==> src/hdl/rvCore_defines.svh <==
// ISA widths, opcode fields, ALU control codes and the reset instruction
`ifndef RVCORE_DEFINES_SVH
`define RVCORE_DEFINES_SVH

// Datapath widths
`define XLEN        32
`define REG_ADDR_W  5
`define WORD_ADDR_W 30

// Opcode field inst[6:2]
`define OPC_RTYPE   5'b01100
`define OPC_ITYPE   5'b00100
`define OPC_LOAD    5'b00000
`define OPC_STORE   5'b01000
`define OPC_BRANCH  5'b11000

// ALU control is {func7 bit, func3} for register ops
`define ALU_ADD     4'b0000
`define ALU_SUB     4'b1000
`define ALU_SLT     4'b0010
`define ALU_XOR     4'b0100
`define ALU_OR      4'b0110
`define ALU_AND     4'b0111
`define ALU_SLL     4'b0001
`define ALU_SRL     4'b0101
`define ALU_SRA     4'b1101

// addi x0, x0, 0
`define NOP_INST    32'h0000_0013

`endif

==> src/hdl/rvCorePkg.sv <==
// Width typedefs, control bundle and pipeline register structs of the core
`default_nettype none

`include "rvCore_defines.svh"

package rvCorePkg;

    typedef logic [`XLEN-1:0]        word_t;
    typedef logic [`REG_ADDR_W-1:0]  regAddr_t;
    typedef logic [`WORD_ADDR_W-1:0] wordAddr_t;
    typedef logic [3:0]              aluCtrl_t;

    // Bit 1 takes the memory stage, bit 0 takes writeback
    typedef logic [1:0] fwdSel_t;

    // All zero is a bubble
    typedef struct packed {
        logic       regWrite;
        logic       memToReg;
        logic       branch;
        logic       memRead;
        logic       memWrite;
        logic       aluSrc;
        logic [1:0] aluOp;
    } ctrlBundle_t;

    typedef struct packed {
        wordAddr_t pc;
        word_t     inst;
    } ifIdReg_t;

    typedef struct packed {
        ctrlBundle_t ctrl;
        wordAddr_t   pc;
        regAddr_t    rs1;
        regAddr_t    rs2;
        regAddr_t    rd;
        word_t       rdata1;
        word_t       rdata2;
        word_t       imm;
        logic [2:0]  func3;
        logic        func7;
    } idExReg_t;

    typedef struct packed {
        logic     regWrite;
        logic     memToReg;
        logic     memRead;
        logic     memWrite;
        word_t    aluOut;
        word_t    storeData;
        regAddr_t rd;
    } exMemReg_t;

    typedef struct packed {
        logic     regWrite;
        logic     memToReg;
        word_t    aluOut;
        word_t    loadData;
        regAddr_t rd;
    } memWbReg_t;

endpackage

`default_nettype wire

==> src/hdl/regFile.sv <==
// Integer register file, two read ports and one write port, x0 hardwired to zero
`default_nettype none

`include "rvCore_defines.svh"

module regFile (
    input  wire logic               clk,
    input  wire logic               rst_n,
    input  wire logic               wrEn,
    input  wire rvCorePkg::regAddr_t wrAddr,
    input  wire rvCorePkg::word_t    wrData,
    input  wire rvCorePkg::regAddr_t rdAddrA,
    input  wire rvCorePkg::regAddr_t rdAddrB,
    output rvCorePkg::word_t         rdDataA,
    output rvCorePkg::word_t         rdDataB
);
    import rvCorePkg::*;

    word_t regs [0:(2**`REG_ADDR_W)-1];

    // Entry 0 is cleared by reset and never written
    always_ff @(posedge clk or negedge rst_n) begin
        if (!rst_n) begin
            for (int i = 0; i < 2**`REG_ADDR_W; i++) begin
                regs[i] <= '0;
            end
        end else if (wrEn && (wrAddr != '0)) begin
            regs[wrAddr] <= wrData;
        end
    end

    assign rdDataA = regs[rdAddrA];
    assign rdDataB = regs[rdAddrB];

endmodule

`default_nettype wire

==> src/hdl/decodeUnit.sv <==
// Main control decode and immediate generator for the supported RV32I subset
`default_nettype none

`include "rvCore_defines.svh"

module decodeUnit (
    input  wire rvCorePkg::word_t inst,
    output rvCorePkg::ctrlBundle_t ctrl,
    output rvCorePkg::word_t       imm
);
    logic [4:0] opcode;

    assign opcode = inst[6:2];

    //============================================================
    // Control bundle
    //============================================================
    // aluOp: 00 address add, 01 branch compare, 10 R-type, 11 I-type
    always_comb begin
        ctrl = '0;
        case (opcode)
            `OPC_RTYPE: begin
                ctrl.regWrite = 1'b1;
                ctrl.aluOp    = 2'b10;
            end
            `OPC_ITYPE: begin
                ctrl.regWrite = 1'b1;
                ctrl.aluSrc   = 1'b1;
                ctrl.aluOp    = 2'b11;
            end
            `OPC_LOAD: begin
                ctrl.regWrite = 1'b1;
                ctrl.memToReg = 1'b1;
                ctrl.memRead  = 1'b1;
                ctrl.aluSrc   = 1'b1;
                ctrl.aluOp    = 2'b00;
            end
            `OPC_STORE: begin
                ctrl.memWrite = 1'b1;
                ctrl.aluSrc   = 1'b1;
                ctrl.aluOp    = 2'b00;
            end
            `OPC_BRANCH: begin
                ctrl.branch = 1'b1;
                ctrl.aluOp  = 2'b01;
            end
            default: begin
                // Unknown opcode leaves a bubble
                ctrl = '0;
            end
        endcase
    end

    //============================================================
    // Immediate generator
    //============================================================
    always_comb begin
        case (opcode)
            `OPC_ITYPE, `OPC_LOAD: begin
                imm = {{(`XLEN-12){inst[31]}}, inst[31:20]};
            end
            `OPC_STORE: begin
                imm = {{(`XLEN-12){inst[31]}}, inst[31:25], inst[11:7]};
            end
            `OPC_BRANCH: begin
                // Byte offset, bit 0 always zero
                imm = {{(`XLEN-13){inst[31]}}, inst[31], inst[7], inst[30:25],
                       inst[11:8], 1'b0};
            end
            default: begin
                imm = '0;
            end
        endcase
    end

endmodule

`default_nettype wire

==> src/hdl/hazardUnit.sv <==
// Load-use stall detection and forwarding selects for execute and decode
`default_nettype none

module hazardUnit (
    input  wire rvCorePkg::regAddr_t idRs1,
    input  wire rvCorePkg::regAddr_t idRs2,
    input  wire rvCorePkg::regAddr_t exRs1,
    input  wire rvCorePkg::regAddr_t exRs2,
    input  wire rvCorePkg::regAddr_t exRd,
    input  wire rvCorePkg::regAddr_t memRd,
    input  wire rvCorePkg::regAddr_t wbRd,
    input  wire logic                exMemRead,
    input  wire logic                memRegWrite,
    input  wire logic                wbRegWrite,
    output logic                     loadUseStall,
    output rvCorePkg::fwdSel_t       fwdA,
    output rvCorePkg::fwdSel_t       fwdB,
    output logic                     idFwdA,
    output logic                     idFwdB
);
    import rvCorePkg::*;

    // Memory stage wins over writeback, x0 never forwards
    function automatic fwdSel_t exFwd(input regAddr_t src, input logic mWr,
                                      input regAddr_t mRd, input logic wWr,
                                      input regAddr_t wRd);
        logic fromMem;
        logic fromWb;
        fromMem = mWr && (mRd != '0) && (mRd == src);
        fromWb  = wWr && (wRd != '0) && (wRd == src) && !fromMem;
        return {fromMem, fromWb};
    endfunction

    always_comb begin
        fwdA   = exFwd(exRs1, memRegWrite, memRd, wbRegWrite, wbRd);
        fwdB   = exFwd(exRs2, memRegWrite, memRd, wbRegWrite, wbRd);
        // Same-cycle write seen by the register read in decode
        idFwdA = wbRegWrite && (wbRd != '0) && (wbRd == idRs1);
        idFwdB = wbRegWrite && (wbRd != '0) && (wbRd == idRs2);
        // Load in execute feeding the instruction in decode
        loadUseStall = exMemRead && (exRd != '0) &&
                       ((exRd == idRs1) || (exRd == idRs2));
    end

endmodule

`default_nettype wire

==> src/hdl/executeUnit.sv <==
// Execute stage: ALU control, operand forwarding, ALU, branch compare and target
`default_nettype none

`include "rvCore_defines.svh"

module executeUnit (
    input  wire rvCorePkg::idExReg_t idEx,
    input  wire rvCorePkg::fwdSel_t  fwdA,
    input  wire rvCorePkg::fwdSel_t  fwdB,
    input  wire rvCorePkg::word_t    memAluOut,
    input  wire rvCorePkg::word_t    wbData,
    output rvCorePkg::word_t         aluOut,
    output rvCorePkg::word_t         storeData,
    output logic                     branchTaken,
    output rvCorePkg::wordAddr_t     branchTarget
);
    import rvCorePkg::*;

    aluCtrl_t   aluCtrl;
    word_t      opA;
    word_t      opBReg;
    word_t      opB;
    logic [4:0] shamt;

    // ALU control from aluOp, func3 and the func7 bit
    always_comb begin
        case (idEx.ctrl.aluOp)
            2'b00: aluCtrl = `ALU_ADD;
            2'b01: aluCtrl = `ALU_SUB;
            2'b10: aluCtrl = {idEx.func7, idEx.func3};
            // Only srai keeps the func7 bit, otherwise it is an immediate bit
            default: aluCtrl = (idEx.func3 == 3'b101 && idEx.func7) ? `ALU_SRA
                                                                    : {1'b0, idEx.func3};
        endcase
    end

    // Forwarding muxes
    assign opA    = fwdA[1] ? memAluOut : (fwdA[0] ? wbData : idEx.rdata1);
    assign opBReg = fwdB[1] ? memAluOut : (fwdB[0] ? wbData : idEx.rdata2);
    assign opB    = idEx.ctrl.aluSrc ? idEx.imm : opBReg;
    assign shamt  = opB[4:0];

    //============================================================
    // ALU
    //============================================================
    always_comb begin
        case (aluCtrl)
            `ALU_ADD: aluOut = opA + opB;
            `ALU_SUB: aluOut = opA - opB;
            `ALU_SLT: aluOut = {{(`XLEN-1){1'b0}}, ($signed(opA) < $signed(opB))};
            `ALU_XOR: aluOut = opA ^ opB;
            `ALU_OR:  aluOut = opA | opB;
            `ALU_AND: aluOut = opA & opB;
            `ALU_SLL: aluOut = opA << shamt;
            `ALU_SRL: aluOut = opA >> shamt;
            `ALU_SRA: aluOut = $signed(opA) >>> shamt;
            default:  aluOut = '0;
        endcase
    end

    // Branch compare on the subtract result, func3[0] picks bne
    assign branchTaken  = idEx.ctrl.branch &&
                          (idEx.func3[0] ? (aluOut != '0) : (aluOut == '0));
    assign branchTarget = idEx.pc + idEx.imm[`XLEN-1:2];

    // Data cache expects byte 0 in the top lane
    assign storeData = {<<8{opBReg}};

endmodule

`default_nettype wire

==> src/hdl/rvPipeline.sv <==
// Five-stage RV32I pipeline top with pc, stage registers, flush, freeze and cache ports
`default_nettype none

`include "rvCore_defines.svh"

module rvPipeline (
    input  wire logic                clk,
    input  wire logic                rst_n,
    output logic                     iCacheRen,
    output rvCorePkg::wordAddr_t     iCacheAddr,
    input  wire logic                iCacheStall,
    input  wire rvCorePkg::word_t    iCacheRdata,
    output logic                     dCacheRen,
    output logic                     dCacheWen,
    output rvCorePkg::wordAddr_t     dCacheAddr,
    output rvCorePkg::word_t         dCacheWdata,
    input  wire logic                dCacheStall,
    input  wire rvCorePkg::word_t    dCacheRdata
);
    import rvCorePkg::*;

    wordAddr_t   pc, pcNext;
    ifIdReg_t    ifId, ifIdNext;
    idExReg_t    idEx, idExNext;
    exMemReg_t   exMem, exMemNext;
    memWbReg_t   memWb, memWbNext;

    ctrlBundle_t decCtrl;
    word_t       decImm;
    word_t       rdDataA, rdDataB;
    word_t       wbData;
    word_t       exAluOut, exStoreData;
    wordAddr_t   branchTarget;
    fwdSel_t     fwdA, fwdB;
    logic        idFwdA, idFwdB;
    logic        loadUseStall;
    logic        branchTaken;
    logic        freeze;

    // Either cache stalling holds the whole core
    assign freeze = iCacheStall | dCacheStall;
    assign wbData = memWb.memToReg ? memWb.loadData : memWb.aluOut;

    //============================================================
    // Stage logic
    //============================================================
    regFile i_regFile (
        .clk     (clk),
        .rst_n   (rst_n),
        .wrEn    (memWb.regWrite & ~freeze),
        .wrAddr  (memWb.rd),
        .wrData  (wbData),
        .rdAddrA (ifId.inst[19:15]),
        .rdAddrB (ifId.inst[24:20]),
        .rdDataA (rdDataA),
        .rdDataB (rdDataB)
    );

    decodeUnit i_decodeUnit (
        .inst (ifId.inst),
        .ctrl (decCtrl),
        .imm  (decImm)
    );

    hazardUnit i_hazardUnit (
        .idRs1        (ifId.inst[19:15]),
        .idRs2        (ifId.inst[24:20]),
        .exRs1        (idEx.rs1),
        .exRs2        (idEx.rs2),
        .exRd         (idEx.rd),
        .memRd        (exMem.rd),
        .wbRd         (memWb.rd),
        .exMemRead    (idEx.ctrl.memRead),
        .memRegWrite  (exMem.regWrite),
        .wbRegWrite   (memWb.regWrite),
        .loadUseStall (loadUseStall),
        .fwdA         (fwdA),
        .fwdB         (fwdB),
        .idFwdA       (idFwdA),
        .idFwdB       (idFwdB)
    );

    executeUnit i_executeUnit (
        .idEx         (idEx),
        .fwdA         (fwdA),
        .fwdB         (fwdB),
        .memAluOut    (exMem.aluOut),
        .wbData       (wbData),
        .aluOut       (exAluOut),
        .storeData    (exStoreData),
        .branchTaken  (branchTaken),
        .branchTarget (branchTarget)
    );

    // Next values, branch and load-use never coincide in execute
    always_comb begin
        pcNext = branchTaken ? branchTarget : (loadUseStall ? pc : pc + 1'b1);

        ifIdNext.pc   = pc;
        ifIdNext.inst = {<<8{iCacheRdata}};
        if (branchTaken) begin
            ifIdNext.inst = `NOP_INST;
        end else if (loadUseStall) begin
            ifIdNext = ifId;
        end

        idExNext.ctrl   = (branchTaken || loadUseStall) ? '0 : decCtrl;
        idExNext.pc     = ifId.pc;
        idExNext.rs1    = ifId.inst[19:15];
        idExNext.rs2    = ifId.inst[24:20];
        idExNext.rd     = ifId.inst[11:7];
        idExNext.rdata1 = idFwdA ? wbData : rdDataA;
        idExNext.rdata2 = idFwdB ? wbData : rdDataB;
        idExNext.imm    = decImm;
        idExNext.func3  = ifId.inst[14:12];
        idExNext.func7  = ifId.inst[30];

        exMemNext = '{regWrite: idEx.ctrl.regWrite, memToReg: idEx.ctrl.memToReg,
                      memRead: idEx.ctrl.memRead, memWrite: idEx.ctrl.memWrite,
                      aluOut: exAluOut, storeData: exStoreData, rd: idEx.rd};

        memWbNext = '{regWrite: exMem.regWrite, memToReg: exMem.memToReg,
                      aluOut: exMem.aluOut, loadData: {<<8{dCacheRdata}}, rd: exMem.rd};
    end

    always_ff @(posedge clk or negedge rst_n) begin
        if (!rst_n) begin
            pc    <= '0;
            ifId  <= '{pc: '0, inst: `NOP_INST};
            idEx  <= '0;
            exMem <= '0;
            memWb <= '0;
        end else if (!freeze) begin
            pc    <= pcNext;
            ifId  <= ifIdNext;
            idEx  <= idExNext;
            exMem <= exMemNext;
            memWb <= memWbNext;
        end
    end

    // Cache ports
    assign iCacheRen   = 1'b1;
    assign iCacheAddr  = pc;
    assign dCacheRen   = exMem.memRead;
    // Store held by an instruction-side stall is written only once
    assign dCacheWen   = exMem.memWrite & ~iCacheStall;
    assign dCacheAddr  = exMem.aluOut[`XLEN-1:2];
    assign dCacheWdata = exMem.storeData;

endmodule

`default_nettype wire

==> config.mk <==
export PLATFORM = sky130hd
export DESIGN_NAME = rvPipeline
export DESIGN_NICKNAME = d
export VERILOG_FILES = /design/src/hdl/rvCorePkg.sv /design/src/hdl/regFile.sv /design/src/hdl/decodeUnit.sv /design/src/hdl/hazardUnit.sv /design/src/hdl/executeUnit.sv /design/src/hdl/rvPipeline.sv
export VERILOG_INCLUDE_DIRS = /design/src /design/src/hdl
export SDC_FILE = /design/constraint.sdc
export NUM_CORES = 2
export LEC_CHECK = 0
export BUFFER_PORTS_ARGS = -buffer_cell sky130_fd_sc_hd__buf_2
export CAP_MARGIN = 0
export CORE_AREA = 2 2 531 269
export CTS_CLUSTER_SIZE = 14
export DETAILED_ROUTE_END_ITERATION = 10
export DIE_AREA = 0 0 533 271
export PLACE_DENSITY = 0.85
export SLEW_MARGIN = 30
export SYNTH_ARGS = -nofsm -noshare
export SYNTH_HDL_FRONTEND = slang
export SYNTH_HIERARCHICAL = 1
export SYNTH_SLANG_ARGS = --single-unit
==> constraint.sdc <==
create_clock -name clk -period 8.7 [get_ports clk]
set_input_delay 1.74 -clock clk [delete_from_list [all_inputs] [get_ports clk]]
set_output_delay 1.74 -clock clk [all_outputs]
set_load 0.01 [all_outputs]
==> impl_metrics.tcl <==
set metrics [dict create \
    timing_worst_slew_pin_value_ps 1180 \
    clock_tree.htree_level_count 4 \
    fmaxAchievable_mhz 116 \
    routed_wirelength_mm 290 \
    dp_slack_ps 316 \
    post_synth.cell_area_avg_um2 10.2 \
    global_route.overflow_total 0 \
    io-pin-count 163 \
    met3WireLength_mm 38.8 \
    post_synth_inst_count 8456 \
    hold_path_class "reg2reg" \
    max_cap_viol_count 0 \
    wl_met2_mm 124 \
    setup.worst_path.start_class "flop" \
    finalCoreUtilization_pct 65.8 \
    top_layer "met5" \
    clk_latency_ps 810 \
    dieHeight_um 271 \
    cts_root_buffer "sky130_fd_sc_hd__clkbuf_16" \
    firstDrtPassIters 8 \
    period_minus_slack_ps 8600 \
    track_usage_pct 39.1 \
    ant_nets 0 \
    clock_sink_count 1411 \
    clk_transition_reported_paths_ps 60 \
    avgViaCountPerCell 6.97 \
    power.density_cell_area_nw_per_um2 251 \
    die_area_um2 144000 \
    timing.clock.skew_ps 46.6 \
    grt_antenna_before_repair 17 \
    route.vias.total 70803 \
    floorplan.core_area_um2 139000 \
    first_global_vias 69335 \
    rrSetupSlack_ps 100 \
    num-nets-final 8371 \
    buffer_depth_of_the_longest_clock_path 3 \
    timing.final.hold_violations 0 \
    worst_setup_path_end_kind "flop" \
    drc 0 \
    finalSetupViolCount 0 \
    floorplan.die.width_um 533 \
    syn_nets 8654 \
    cp_data_required_time_ps 9440 \
    routabilityCongestion 1.10 \
    first_iter_violations 10342 \
    yosys_warnings 6 \
    layout-drive-gt1-share_pct 21.2 \
    netlist_area_um2 86200 \
    hpwl_detailed_mm 176 \
    peak_fanout_along_the_critical_path 23 \
    critical_path_class "reg2reg" \
    max_slew_violation_count 0 \
    critical-path-slowest-cell "sky130_fd_sc_hd__or4_1" \
    floorplan.initialDensity_pct 61.8 \
    total_cts_buffers 130 \
    grt_pass1_wl_mm 432 \
    routedLengthMet1_mm 108 \
    worst_ep_arrival_time_ps 9340 \
    grt_start_max_net_pins 229 \
    cts_tree "yes" \
    critical_path.max_stage_delay_ps 610 \
    crit_buf_inv 6 \
    placement_rows 97 \
    critPathMostFrequentCell "sky130_fd_sc_hd__buf_4" \
    timing.final.crit_share_pct 98.9 \
    max_slew_margin_pct 21.4 \
    power.leakage_nw 44.4 \
    largest_vdd_supply_drop_mv 0.182 \
    postLayoutSetupSlackWorst_ps 97.3 \
    critical-path-top-delay-family "simple AND/OR/NAND/NOR gates" \
    wl_per_cell_um 28.6 \
    status "finished clean" \
    syn2layout_area_growth_pct 6.49 \
    io_buffers 159 \
]
layout make-up:
cell class	instances	area, µm²
fillers	9918	47700
multi-input cells	6035	45900
flip-flops and latches	1411	35300
clock buffers	191	3730
repair buffers	418	3210
well taps	1881	2350
inverters	177	672
clock inverters	35	505
diodes	10	25.0
registers in the layout (all words and copies together), names as in the netlist:
| name | flops |
|---|---|
| i_regFile/regs | 1024 |
| idEx | 144 |
| memWb | 71 |
| idExNext | 49 |
| dCacheWdata | 32 |
| dCacheAddr | 30 |
| iCacheAddr | 30 |
| ifId | 11 |
| exMem | 10 |
| exMemNext | 9 |
| dCacheRen | 1 |
through the flow:
step	total power [mW]	cell area [µm²]	std cells	hold slack (ps)	TNS, ps
after CTS	22.5	91400	10133	402	0
after detailed placement	16.7	87200	9907	388	0
after floorplan	13.6	86200	8456	437	0
final	23.1	91800	10158	404	0
after global routing	23.8	91700	10150	412	-33.4
after global placement	16.6	87200	9907	384	0
layout by cell type (no fill, tap or decap), drive strengths merged, types with 11 or more instances in the layout:
cell	count
dfrtp	1410
nand2	1251
mux2i	1240
mux2	1035
buf	417
a21oi	381
nand3	251
o21ai	239
nor2	229
a22oi	211
clkbuf	192
inv	178
a22o	167
ha	127
nor3	123
o22ai	86
a31oi	79
o211ai	47
xnor2	45
o21a	41
xor2	33
a21o	32
clkinv	29
nand2b	27
nor4	25
a211oi	22
nor2b	22
and2	20
nand4	20
or3	19
o31ai	19
o221ai	19
and3	18
a221oi	18
or4	13
o21bai	11
a2111oi	11
nor3b	11
worst paths after layout:
path / from / to / cells past startpoint
worst min-delay path: i_regFile/regs[995] / i_regFile/regs[995] / 0
max in group asynchronous: rst_n / idEx[147] / 3
worst max register to register: memWb[2] / iCacheAddr[27] / 29
worst max-delay path: memWb[2] / iCacheAddr[27] / 29
min in group asynchronous: rst_n / i_regFile/regs[937] / 1
worst min register to register: i_regFile/regs[995] / i_regFile/regs[995] / 0
metal layers:
| metal | GRT usage [%] | vias up |
|---|---|---|
| met4 | 24.2 | 16 |
| met2 | 56.8 | 4893 |
| met1 | 50.2 | 35037 |
| met5 | 0 | - |
| li1 | - | 29603 |
| met3 | 13.7 | 1254 |
repair_timing:
action | CTS | global route
hold buffers | 0 | 0
buffers inserted | 0 | 7
resized for setup | 0 | 13
setup endpoints to repair | 0 | 97
where the power goes:
group	internal (mW)	total, mW	switching, mW	leakage, nW
combinational	3.10	9.49	6.39	23.0
sequential	7.12	7.76	0.642	19.3
clock	3.11	5.83	2.71	2.06
(Power assumes the default switching activity.)
